[config.mk]
export PLATFORM = sky130hd
export DESIGN_NAME = fetch_top
export DESIGN_NICKNAME = d
export VERILOG_FILES = /design/src/hdl/fetch_pkg.sv /design/src/hdl/predict_pkg.sv /design/src/hdl/branch_predictor.sv /design/src/hdl/fetch_pc_gen.sv /design/src/hdl/fetch_top.sv /design/src/hdl/imem_port.sv /design/src/hdl/inst_queue.sv
export SDC_FILE = /design/constraint.sdc
export NUM_CORES = 2
export LEC_CHECK = 0
export ABC_AREA = 1
export ABC_CLOCK_PERIOD_IN_PS = 7480
export BUFFER_PORTS_ARGS = -buffer_cell sky130_fd_sc_hd__buf_4
export CAP_MARGIN = 20
export CORE_UTILIZATION = 29
export CTS_BUF_LIST = sky130_fd_sc_hd__clkbuf_4 sky130_fd_sc_hd__clkbuf_8
export DETAILED_ROUTE_END_ITERATION = 16
export PLACE_DENSITY_LB_ADDON = 0.05
export SKIP_CTS_REPAIR_TIMING = 1
export SLEW_MARGIN = 20
export SYNTH_ARGS = -nofsm -noshare
export SYNTH_HDL_FRONTEND = slang
export SYNTH_HIERARCHICAL = 1
export SYNTH_SLANG_ARGS = --single-unit
[constraint.sdc]
create_clock -name clk -period 7.48 [get_ports clk]
set_input_delay 1.496 -clock clk [delete_from_list [all_inputs] [get_ports clk]]
set_output_delay 1.496 -clock clk [all_outputs]
set_load 0.03 [all_outputs]
[src/hdl/fetch_pkg.sv]
`default_nettype none

package fetch_pkg;

    // widths of the fetch datapath
    localparam int ADDR_W = 32;
    localparam int INST_W = 32;
    localparam int OPCODE_W = 7;

    // byte address of an instruction
    typedef logic [ADDR_W-1:0] addr_t;

    // one RV32 instruction word
    typedef logic [INST_W-1:0] inst_t;

    // major opcode field, bits 6:0 of the word
    typedef logic [OPCODE_W-1:0] opcode_t;

    // jal rd, imm
    localparam opcode_t OPCODE_JAL = 7'b1101111;

    // first fetch address out of reset
    localparam addr_t RESET_PC = 32'h0000_0000;

    // size of one instruction in bytes
    localparam addr_t INST_BYTES = 32'd4;

    // marks the last-fetched registers as empty
    // (all ones is never a legal JAL, opcode field reads 7'h7f)
    localparam inst_t INVALID_WORD = 32'hffff_ffff;

endpackage

`default_nettype wire

[src/hdl/predict_pkg.sv]
`default_nettype none

package predict_pkg;

    // index type is wide enough for up to 256 entries
    localparam int BHT_IDX_W = 8;

    // tag holds the word address with the index bits shifted out
    localparam int BHT_TAG_W = 30;

    // two-bit saturating counter
    typedef logic [1:0] counter_t;

    typedef logic [BHT_IDX_W-1:0] bht_idx_t;
    typedef logic [BHT_TAG_W-1:0] bht_tag_t;

    // counter encodings, taken from 2 upwards
    localparam counter_t CNT_STRONG_NT = 2'd0;
    localparam counter_t CNT_WEAK_NT = 2'd1;
    localparam counter_t CNT_WEAK_T = 2'd2;
    localparam counter_t CNT_STRONG_T = 2'd3;

endpackage

`default_nettype wire

[src/hdl/branch_predictor.sv]
`default_nettype none

module branch_predictor
    import fetch_pkg::*;
    import predict_pkg::*;
#(
    parameter int BHT_ENTRIES = 16
) (
    input wire clk,
    input wire rst_n,

    input wire addr_t cur_pc,

    input wire upd_valid,
    input wire addr_t upd_pc,
    input wire upd_taken,
    input wire addr_t upd_target,

    output addr_t pred_next
);

    localparam int IDX_W = $clog2(BHT_ENTRIES);

    logic [BHT_ENTRIES-1:0] ent_valid;
    counter_t ent_cnt [BHT_ENTRIES];
    bht_tag_t ent_tag [BHT_ENTRIES];
    addr_t ent_target [BHT_ENTRIES];

    bht_idx_t cur_idx;
    bht_idx_t upd_idx;
    bht_tag_t cur_tag;
    bht_tag_t upd_tag;
    logic cur_hit;
    counter_t upd_cnt;

    // index from the bits above bit 1, tag from what is left
    assign cur_idx = bht_idx_t'(cur_pc[IDX_W+1:2]);
    assign upd_idx = bht_idx_t'(upd_pc[IDX_W+1:2]);
    assign cur_tag = bht_tag_t'(cur_pc[31:2] >> IDX_W);
    assign upd_tag = bht_tag_t'(upd_pc[31:2] >> IDX_W);

    assign cur_hit = ent_valid[cur_idx[IDX_W-1:0]]
        && (ent_tag[cur_idx[IDX_W-1:0]] == cur_tag)
        && (ent_cnt[cur_idx[IDX_W-1:0]] >= CNT_WEAK_T);

    assign pred_next = cur_hit ? ent_target[cur_idx[IDX_W-1:0]] : cur_pc + INST_BYTES;

    // saturating step toward the reported outcome
    always_comb begin
        upd_cnt = ent_cnt[upd_idx[IDX_W-1:0]];
        if (upd_taken) begin
            if (upd_cnt != CNT_STRONG_T) begin
                upd_cnt = upd_cnt + 2'd1;
            end
        end else begin
            if (upd_cnt != CNT_STRONG_NT) begin
                upd_cnt = upd_cnt - 2'd1;
            end
        end
    end

    always_ff @(posedge clk or negedge rst_n) begin
        if (!rst_n) begin
            ent_valid <= '0;
            for (int i = 0; i < BHT_ENTRIES; i++) begin
                ent_cnt[i] <= CNT_WEAK_NT;
            end
        end else if (upd_valid) begin
            ent_valid[upd_idx[IDX_W-1:0]] <= 1'b1;
            ent_cnt[upd_idx[IDX_W-1:0]] <= upd_cnt;
        end
    end

    always_ff @(posedge clk) begin
        if (upd_valid) begin
            ent_tag[upd_idx[IDX_W-1:0]] <= upd_tag;
            // not-taken updates keep the old target
            if (upd_taken) begin
                ent_target[upd_idx[IDX_W-1:0]] <= upd_target;
            end
        end
    end

endmodule

`default_nettype wire

[src/hdl/fetch_pc_gen.sv]
`default_nettype none

module fetch_pc_gen
    import fetch_pkg::*;
(
    input wire clk,
    input wire rst_n,

    input wire redirect_valid,
    input wire addr_t redirect_addr,

    input wire fetch_fire,
    input wire resp_hit,
    input wire addr_t resp_addr,
    input wire inst_t resp_inst,

    input wire addr_t pred_next,

    output addr_t fetch_pc,
    output logic kill,
    output logic flush
);

    addr_t pc_q;

    // last instruction written to the queue
    addr_t last_pc_q;
    inst_t last_inst_q;

    // read sent to memory and not yet answered
    logic pend_q;
    addr_t pend_addr_q;

    opcode_t last_op;
    addr_t jal_imm;
    addr_t jal_target;
    logic last_is_jal;
    logic jal_hazard;
    addr_t next_pc;

    // J-type immediate, sign extended, bit 0 always zero
    assign jal_imm = {
        {11{last_inst_q[31]}},
        last_inst_q[31],
        last_inst_q[19:12],
        last_inst_q[20],
        last_inst_q[30:21],
        1'b0
    };

    assign last_op = last_inst_q[6:0];
    assign last_is_jal = (last_op == OPCODE_JAL);
    assign jal_target = last_pc_q + jal_imm;

    // read in flight went down the wrong path after a jal
    assign jal_hazard = last_is_jal && pend_q && (pend_addr_q != jal_target);

    assign kill = redirect_valid || jal_hazard;
    assign flush = redirect_valid;
    assign fetch_pc = pc_q;

    // jal target is already being fetched, so continue behind it
    assign next_pc = last_is_jal ? jal_target + INST_BYTES : pred_next;

    always_ff @(posedge clk or negedge rst_n) begin
        if (!rst_n) begin
            pc_q <= RESET_PC;
            last_pc_q <= INVALID_WORD;
            last_inst_q <= INVALID_WORD;
            pend_q <= 1'b0;
        end else if (redirect_valid) begin
            pc_q <= redirect_addr;
            last_pc_q <= INVALID_WORD;
            last_inst_q <= INVALID_WORD;
            pend_q <= 1'b0;
        end else if (jal_hazard) begin
            // refetch from the jump target
            pc_q <= jal_target;
            last_pc_q <= INVALID_WORD;
            last_inst_q <= INVALID_WORD;
            pend_q <= 1'b0;
        end else begin
            if (fetch_fire) begin
                pc_q <= next_pc;
                pend_q <= 1'b1;
            end
            if (resp_hit) begin
                last_pc_q <= resp_addr;
                last_inst_q <= resp_inst;
                pend_q <= 1'b0;
            end
        end
    end

    always_ff @(posedge clk) begin
        if (fetch_fire) begin
            pend_addr_q <= pc_q;
        end
    end

endmodule

`default_nettype wire

[src/hdl/fetch_top.sv]
`default_nettype none

module fetch_top
    import fetch_pkg::*;
#(
    parameter int QUEUE_DEPTH = 8,
    parameter int BHT_ENTRIES = 16
) (
    input wire clk,
    input wire rst_n,

    output logic mem_req_valid,
    output addr_t mem_req_addr,
    input wire mem_req_ready,

    input wire mem_resp_valid,
    input wire addr_t mem_resp_addr,
    input wire inst_t mem_resp_inst,

    input wire redirect_valid,
    input wire addr_t redirect_addr,

    input wire upd_valid,
    input wire addr_t upd_pc,
    input wire upd_taken,
    input wire addr_t upd_target,

    output logic deq_valid,
    output addr_t deq_addr,
    output inst_t deq_inst,
    input wire deq_ready
);

    addr_t fetch_pc;
    addr_t pred_next;
    addr_t resp_addr;
    inst_t resp_inst;
    logic space_next;
    logic kill;
    logic flush;
    logic fetch_fire;
    logic resp_hit;

    imem_port u_port (
        .clk            (clk),
        .rst_n          (rst_n),
        .fetch_addr     (fetch_pc),
        .space_next     (space_next),
        .kill           (kill),
        .mem_req_valid  (mem_req_valid),
        .mem_req_addr   (mem_req_addr),
        .mem_req_ready  (mem_req_ready),
        .mem_resp_valid (mem_resp_valid),
        .mem_resp_addr  (mem_resp_addr),
        .mem_resp_inst  (mem_resp_inst),
        .fetch_fire     (fetch_fire),
        .resp_hit       (resp_hit),
        .resp_addr      (resp_addr),
        .resp_inst      (resp_inst)
    );

    fetch_pc_gen u_pc_gen (
        .clk            (clk),
        .rst_n          (rst_n),
        .redirect_valid (redirect_valid),
        .redirect_addr  (redirect_addr),
        .fetch_fire     (fetch_fire),
        .resp_hit       (resp_hit),
        .resp_addr      (resp_addr),
        .resp_inst      (resp_inst),
        .pred_next      (pred_next),
        .fetch_pc       (fetch_pc),
        .kill           (kill),
        .flush          (flush)
    );

    branch_predictor #(
        .BHT_ENTRIES (BHT_ENTRIES)
    ) u_bp (
        .clk        (clk),
        .rst_n      (rst_n),
        .cur_pc     (fetch_pc),
        .upd_valid  (upd_valid),
        .upd_pc     (upd_pc),
        .upd_taken  (upd_taken),
        .upd_target (upd_target),
        .pred_next  (pred_next)
    );

    // matched responses go straight into the queue
    inst_queue #(
        .QUEUE_DEPTH (QUEUE_DEPTH)
    ) u_queue (
        .clk        (clk),
        .rst_n      (rst_n),
        .flush      (flush),
        .enq_valid  (resp_hit),
        .enq_addr   (resp_addr),
        .enq_inst   (resp_inst),
        .space_next (space_next),
        .deq_ready  (deq_ready),
        .deq_valid  (deq_valid),
        .deq_addr   (deq_addr),
        .deq_inst   (deq_inst)
    );

endmodule

`default_nettype wire

[src/hdl/imem_port.sv]
`default_nettype none

module imem_port
    import fetch_pkg::*;
(
    input wire clk,
    input wire rst_n,

    input wire addr_t fetch_addr,
    input wire space_next,
    input wire kill,

    output logic mem_req_valid,
    output addr_t mem_req_addr,
    input wire mem_req_ready,

    input wire mem_resp_valid,
    input wire addr_t mem_resp_addr,
    input wire inst_t mem_resp_inst,

    output logic fetch_fire,
    output logic resp_hit,
    output addr_t resp_addr,
    output inst_t resp_inst
);

    // high from the second cycle after reset on
    logic run_q;

    // one read in flight and its address
    logic busy_q;
    addr_t busy_addr_q;

    assign mem_req_valid = run_q && !busy_q && space_next && !kill;
    assign mem_req_addr = fetch_addr;
    assign fetch_fire = mem_req_valid && mem_req_ready;

    // stale responses carry another address and fall out here
    assign resp_hit = busy_q && mem_resp_valid && (mem_resp_addr == busy_addr_q) && !kill;
    assign resp_addr = busy_addr_q;
    assign resp_inst = mem_resp_inst;

    always_ff @(posedge clk or negedge rst_n) begin
        if (!rst_n) begin
            run_q <= 1'b0;
            busy_q <= 1'b0;
        end else begin
            run_q <= 1'b1;
            if (kill || resp_hit) begin
                busy_q <= 1'b0;
            end else if (fetch_fire) begin
                busy_q <= 1'b1;
            end
        end
    end

    always_ff @(posedge clk) begin
        if (fetch_fire) begin
            busy_addr_q <= fetch_addr;
        end
    end

    // a waiting request keeps its address until the memory takes it
    assert property (@(posedge clk) disable iff (!rst_n)
        mem_req_valid && !mem_req_ready |=> !mem_req_valid || $stable(mem_req_addr))
        else $error("request address changed while waiting for the memory");

endmodule

`default_nettype wire

[src/hdl/inst_queue.sv]
`default_nettype none

module inst_queue
    import fetch_pkg::*;
#(
    parameter int QUEUE_DEPTH = 8
) (
    input wire clk,
    input wire rst_n,

    input wire flush,

    input wire enq_valid,
    input wire addr_t enq_addr,
    input wire inst_t enq_inst,
    output logic space_next,

    input wire deq_ready,
    output logic deq_valid,
    output addr_t deq_addr,
    output inst_t deq_inst
);

    localparam int PTR_W = $clog2(QUEUE_DEPTH);

    typedef logic [PTR_W-1:0] ptr_t;
    typedef logic [PTR_W:0] count_t;

    addr_t addr_mem [QUEUE_DEPTH];
    inst_t inst_mem [QUEUE_DEPTH];

    ptr_t wr_ptr_q;
    ptr_t rd_ptr_q;
    count_t count_q;
    count_t count_next;
    logic deq_fire;

    assign deq_valid = (count_q != '0);
    assign deq_fire = deq_valid && deq_ready;
    assign deq_addr = addr_mem[rd_ptr_q];
    assign deq_inst = inst_mem[rd_ptr_q];

    // occupancy once this cycle's enqueue and dequeue are done
    always_comb begin
        count_next = count_q;
        if (enq_valid) begin
            count_next = count_next + count_t'(1);
        end
        if (deq_fire) begin
            count_next = count_next - count_t'(1);
        end
    end

    // one free slot left for the read that may go out now
    assign space_next = flush || (count_next < count_t'(QUEUE_DEPTH));

    always_ff @(posedge clk or negedge rst_n) begin
        if (!rst_n) begin
            wr_ptr_q <= '0;
            rd_ptr_q <= '0;
            count_q <= '0;
        end else if (flush) begin
            wr_ptr_q <= '0;
            rd_ptr_q <= '0;
            count_q <= '0;
        end else begin
            if (enq_valid) begin
                wr_ptr_q <= wr_ptr_q + ptr_t'(1);
            end
            if (deq_fire) begin
                rd_ptr_q <= rd_ptr_q + ptr_t'(1);
            end
            count_q <= count_next;
        end
    end

    always_ff @(posedge clk) begin
        if (enq_valid && !flush) begin
            addr_mem[wr_ptr_q] <= enq_addr;
            inst_mem[wr_ptr_q] <= enq_inst;
        end
    end

    // the memory port only asks when a slot is guaranteed
    assert property (@(posedge clk) disable iff (!rst_n)
        enq_valid |-> (count_q < count_t'(QUEUE_DEPTH)) || deq_fire)
        else $error("instruction queue overflow");

    // read side never runs past the write side
    assert property (@(posedge clk) disable iff (!rst_n)
        (wr_ptr_q - rd_ptr_q) == ptr_t'(count_q))
        else $error("queue pointers disagree with the entry count");

endmodule

`default_nettype wire

==> flow_metrics.tcl <==
set metrics [dict create \
    regToRegEndpoint "u_pc_gen/fetch_pc[17]" \
    area_growth_pct 16.0 \
    synth_cell_types 50 \
    syn_inst 6974 \
    criticalPathCategory "reg -> out" \
    via_count 51100 \
    grt_max_degree 191 \
    synth_seq_cells 1656 \
    cp_common_cell "nand2_1" \
    fin_skew_ns 0.0818 \
    pwr_density_cell_nw_per_um2 297 \
    critPathSlowestCell "dfstp_2" \
    overflow 0 \
    worstMarginPinSlew_ns 1.11 \
    finalNetCount 7487 \
    status "finished, violations left" \
    ir_worst_vdd_mv 0.483 \
    synth_edf_count 1504 \
    dp_hpwl_um 156000 \
    drive_gt1_share_pct 14.8 \
    yosys_warnings 6 \
    clk_pin_slew_ns 0.06 \
    drt-vias-per-instance 4.70 \
    drtPass1Iterations 11 \
    placementRows 184 \
    critPathMaxStageDelay_ns 0.69 \
    clockBufferDepth 4 \
    die_width_um 505 \
    hold_depth 2 \
    startpoint_type "flip-flop" \
    crit_path_end_kind "primary output" \
    fin_hold_ws_ns 0.456 \
    ys_seq_area_share_pct 66.9 \
    cts_sinks 1656 \
    p_leak_nw 32.3 \
    period_share_pct 92.3 \
    antenna_found_initial 23 \
    clk_latency_ns 1.06 \
    root_buffer "clkbuf_8" \
    maxSlewViolCount 0 \
    async_flop_share_pct 9.18 \
    wirelength_um 262000 \
    hold_end "u_bp/ent_valid[4]" \
    nFillCells 25600 \
    relSlewSlack_pct 25.6 \
    place.gp.congestion 0.875 \
    grt_pass1_wl_um 373000 \
    die_height_um 505 \
    core-area_um2 251000 \
    setup_viol 0 \
    dr.first_iter.drc_count 3231 \
    routedWlPerCell_um 24.1 \
    die_area_um2 255000 \
    syn-cell-area_um2 73300 \
    portBuffers 263 \
    hp-start "u_bp/ent_valid[4]" \
    grt_usage_pct 20.3 \
    grt_pass1_vias 50600 \
    pre_cts_slack_ns 1.18 \
    ff2ff_path_depth 33 \
    critPathBufInv 3 \
    syn-num-nets 7180 \
    cts_buffers 325 \
    cp.required_ns 5.98 \
    htree_levels 5 \
    postSynthAreaPerCell_um2 10.5 \
    r2r_setup_slack_ns 1.66 \
    r2r_start "u_pc_gen/last_inst_q[31]" \
    postRouteAntennaNets 0 \
    period_needed_ns 6.90 \
    max_freq_mhz 145 \
    cts_tree "yes" \
    worst_slack_ns 0.576 \
    synth.largest_area_cell "edfxtp_1" \
    maxCapViolCount 0 \
    timing.final.hold_violations 0 \
    arrival_ns 5.41 \
    path_max_fanout 13 \
    hp-class "reg -> reg" \
    drc 72 \
    worst_path_dominant_cell_family "simple AND/OR/NAND/NOR gates" \
    io_pins 266 \
    synth_top_area_share_pct 61.6 \
    synthFlopType "edfxtp_1" \
    violations "DRC" \
    ys_top_cells_by_area "edfxtp_1, nand2_1, nor2_1, o21ai_0, nand3_1" \
    initial_core_util_pct 29.2 \
]
-- tightest hold or removal path: cells and delay by family, from the launching register on --
| family | cells | cell delay, ns |
|---|---|---|
| buffers and inverters | 1 | 0.05 |
| DFF | 1 | 0.32 |
| and+or+nand+nor | 1 | 0.06 |
-- Yosys cell counts, types with 48 or more instances --
cell type	count
clkbuf_1	195
o21ai_0	511
a21oi_1	60
o21ai_1	124
buf_4	80
nand2_1	1765
dfrtp_1	77
nor2_1	800
dfstp_2	75
inv_1	569
edfxtp_1	1504
buf_2	105
o22ai_1	224
o221ai_1	48
nand3_1	477
-- state kept, by name, indices dropped and copies added, names as in the netlist --
name                  count
u_bp/ent_tag            416
u_queue/inst_mem        256
u_pc_gen/last_inst_q     27
u_queue/count_q           4
u_queue/addr_mem        256
u_port/resp_addr         32
u_port/busy_q             1
u_pc_gen/pend_q           1
u_pc_gen/fetch_pc        32
u_queue/wr_ptr_q          3
u_queue/rd_ptr_q          3
u_port/run_q              1
u_pc_gen/last_pc_q       32
u_pc_gen/pend_addr_q     32
u_bp/ent_target         512
u_bp/ent_valid           16
u_bp/ent_cnt             32
-- routing by layer --
metal	wire length (um)	part of all wire (%)	GRT usage, %	vias up
li1	-	-	-	24400
met1	115000	44	25.9	25200
met2	129000	49	34.6	1088
met3	10300	3.9	3.02	448
met4	8710	3.3	7.23	16
met5	143	0.054	0	-
-- worst max path at each step --
stage / startpoint / endpoint / slack (ns) / cells past startpoint
after CTS: u_pc_gen/last_inst_q[21] / mem_req_valid / 0.03 / 27
after floorplan: u_pc_gen/last_pc_q[1] / u_pc_gen/fetch_pc[1] / 0.78 / 38
after global routing: u_pc_gen/last_inst_q[21] / mem_req_valid / -0.009 / 32
final: u_pc_gen/last_inst_q[31] / mem_req_valid / 0.58 / 27
after detailed placement: u_pc_gen/last_inst_q[21] / mem_req_valid / 1.18 / 27
after global placement: u_pc_gen/last_pc_q[1] / mem_req_valid / 1.23 / 27
-- placed cells by master, fill, tap and decap left out, types with 23 or more instances in the layout --
| cell | count |
|---|---|
| ha_1 | 36 |
| xor2_1 | 41 |
| o21ai_0 | 511 |
| o221ai_1 | 48 |
| o22ai_1 | 224 |
| o211ai_1 | 26 |
| edfxtp_1 | 1504 |
| mux2i_1 | 45 |
| nor2_1 | 757 |
| clkbuf_4 | 114 |
| clkinv_2 | 30 |
| buf_12 | 23 |
| o21ai_1 | 124 |
| nand4_1 | 24 |
| nor2_4 | 44 |
| clkbuf_8 | 340 |
| dfrtp_1 | 71 |
| inv_1 | 565 |
| nand2_2 | 23 |
| buf_4 | 364 |
| dfstp_2 | 75 |
| a21oi_1 | 60 |
| clkinv_1 | 60 |
| nand3_1 | 474 |
| nand2_1 | 1760 |
-- cell families (layout without fill, tap and decap cells) --
family / after synthesis / in the layout / share of synthesized area [%]
buf+inv: 1002 / 1532 / 5.93
simple gates: 3174 / 3174 / 17.6
mux: 45 / 45 / 0.615
xor+xnor: 58 / 58 / 0.693
compound gates: 1000 / 1000 / 7.57
other cells: 1 / 21 / 0.00512
fa+ha+maj: 38 / 38 / 0.659
flops: 1656 / 1656 / 66.9
-- through the flow --
stage               total power [W]  TNS [ns]  std cells  cell area [um2]  utilization (%)
floorplan                    0.0144         0       6974            73300                -
global placement             0.0169         0      10300            79000             31.4
detailed placement           0.0169         0      10300            79000             31.4
CTS                          0.0258         0      10900            85000             33.8
global route                 0.0266  -0.00918      10900            85000             33.8
finish                       0.0253         0      10900            85100             33.8
-- area by class of cell --
| cell class | count | area [um2] | area share (%) |
|---|---|---|---|
| Clock buffer | 453 | 5520 | 6.49 |
| Tap cell | 3348 | 4190 | 4.92 |
| Sequential cell | 1656 | 49100 | 57.7 |
| Timing Repair Buffer | 389 | 3220 | 3.78 |
| Multi-Input combinational cell | 4316 | 20300 | 23.8 |
| Clock inverter | 97 | 474 | 0.558 |
| Antenna cell | 20 | 50.0 | 0.0588 |
| Inverter | 593 | 2260 | 2.65 |
-- power by group --
part           total [W]  internal [W]  switching (W)
Combinational    0.00594       0.00169        0.00426
Sequential        0.0107        0.0104       0.000288
Clock            0.00870       0.00476        0.00394
No activity file was read; power rests on OpenSTA's default activity.
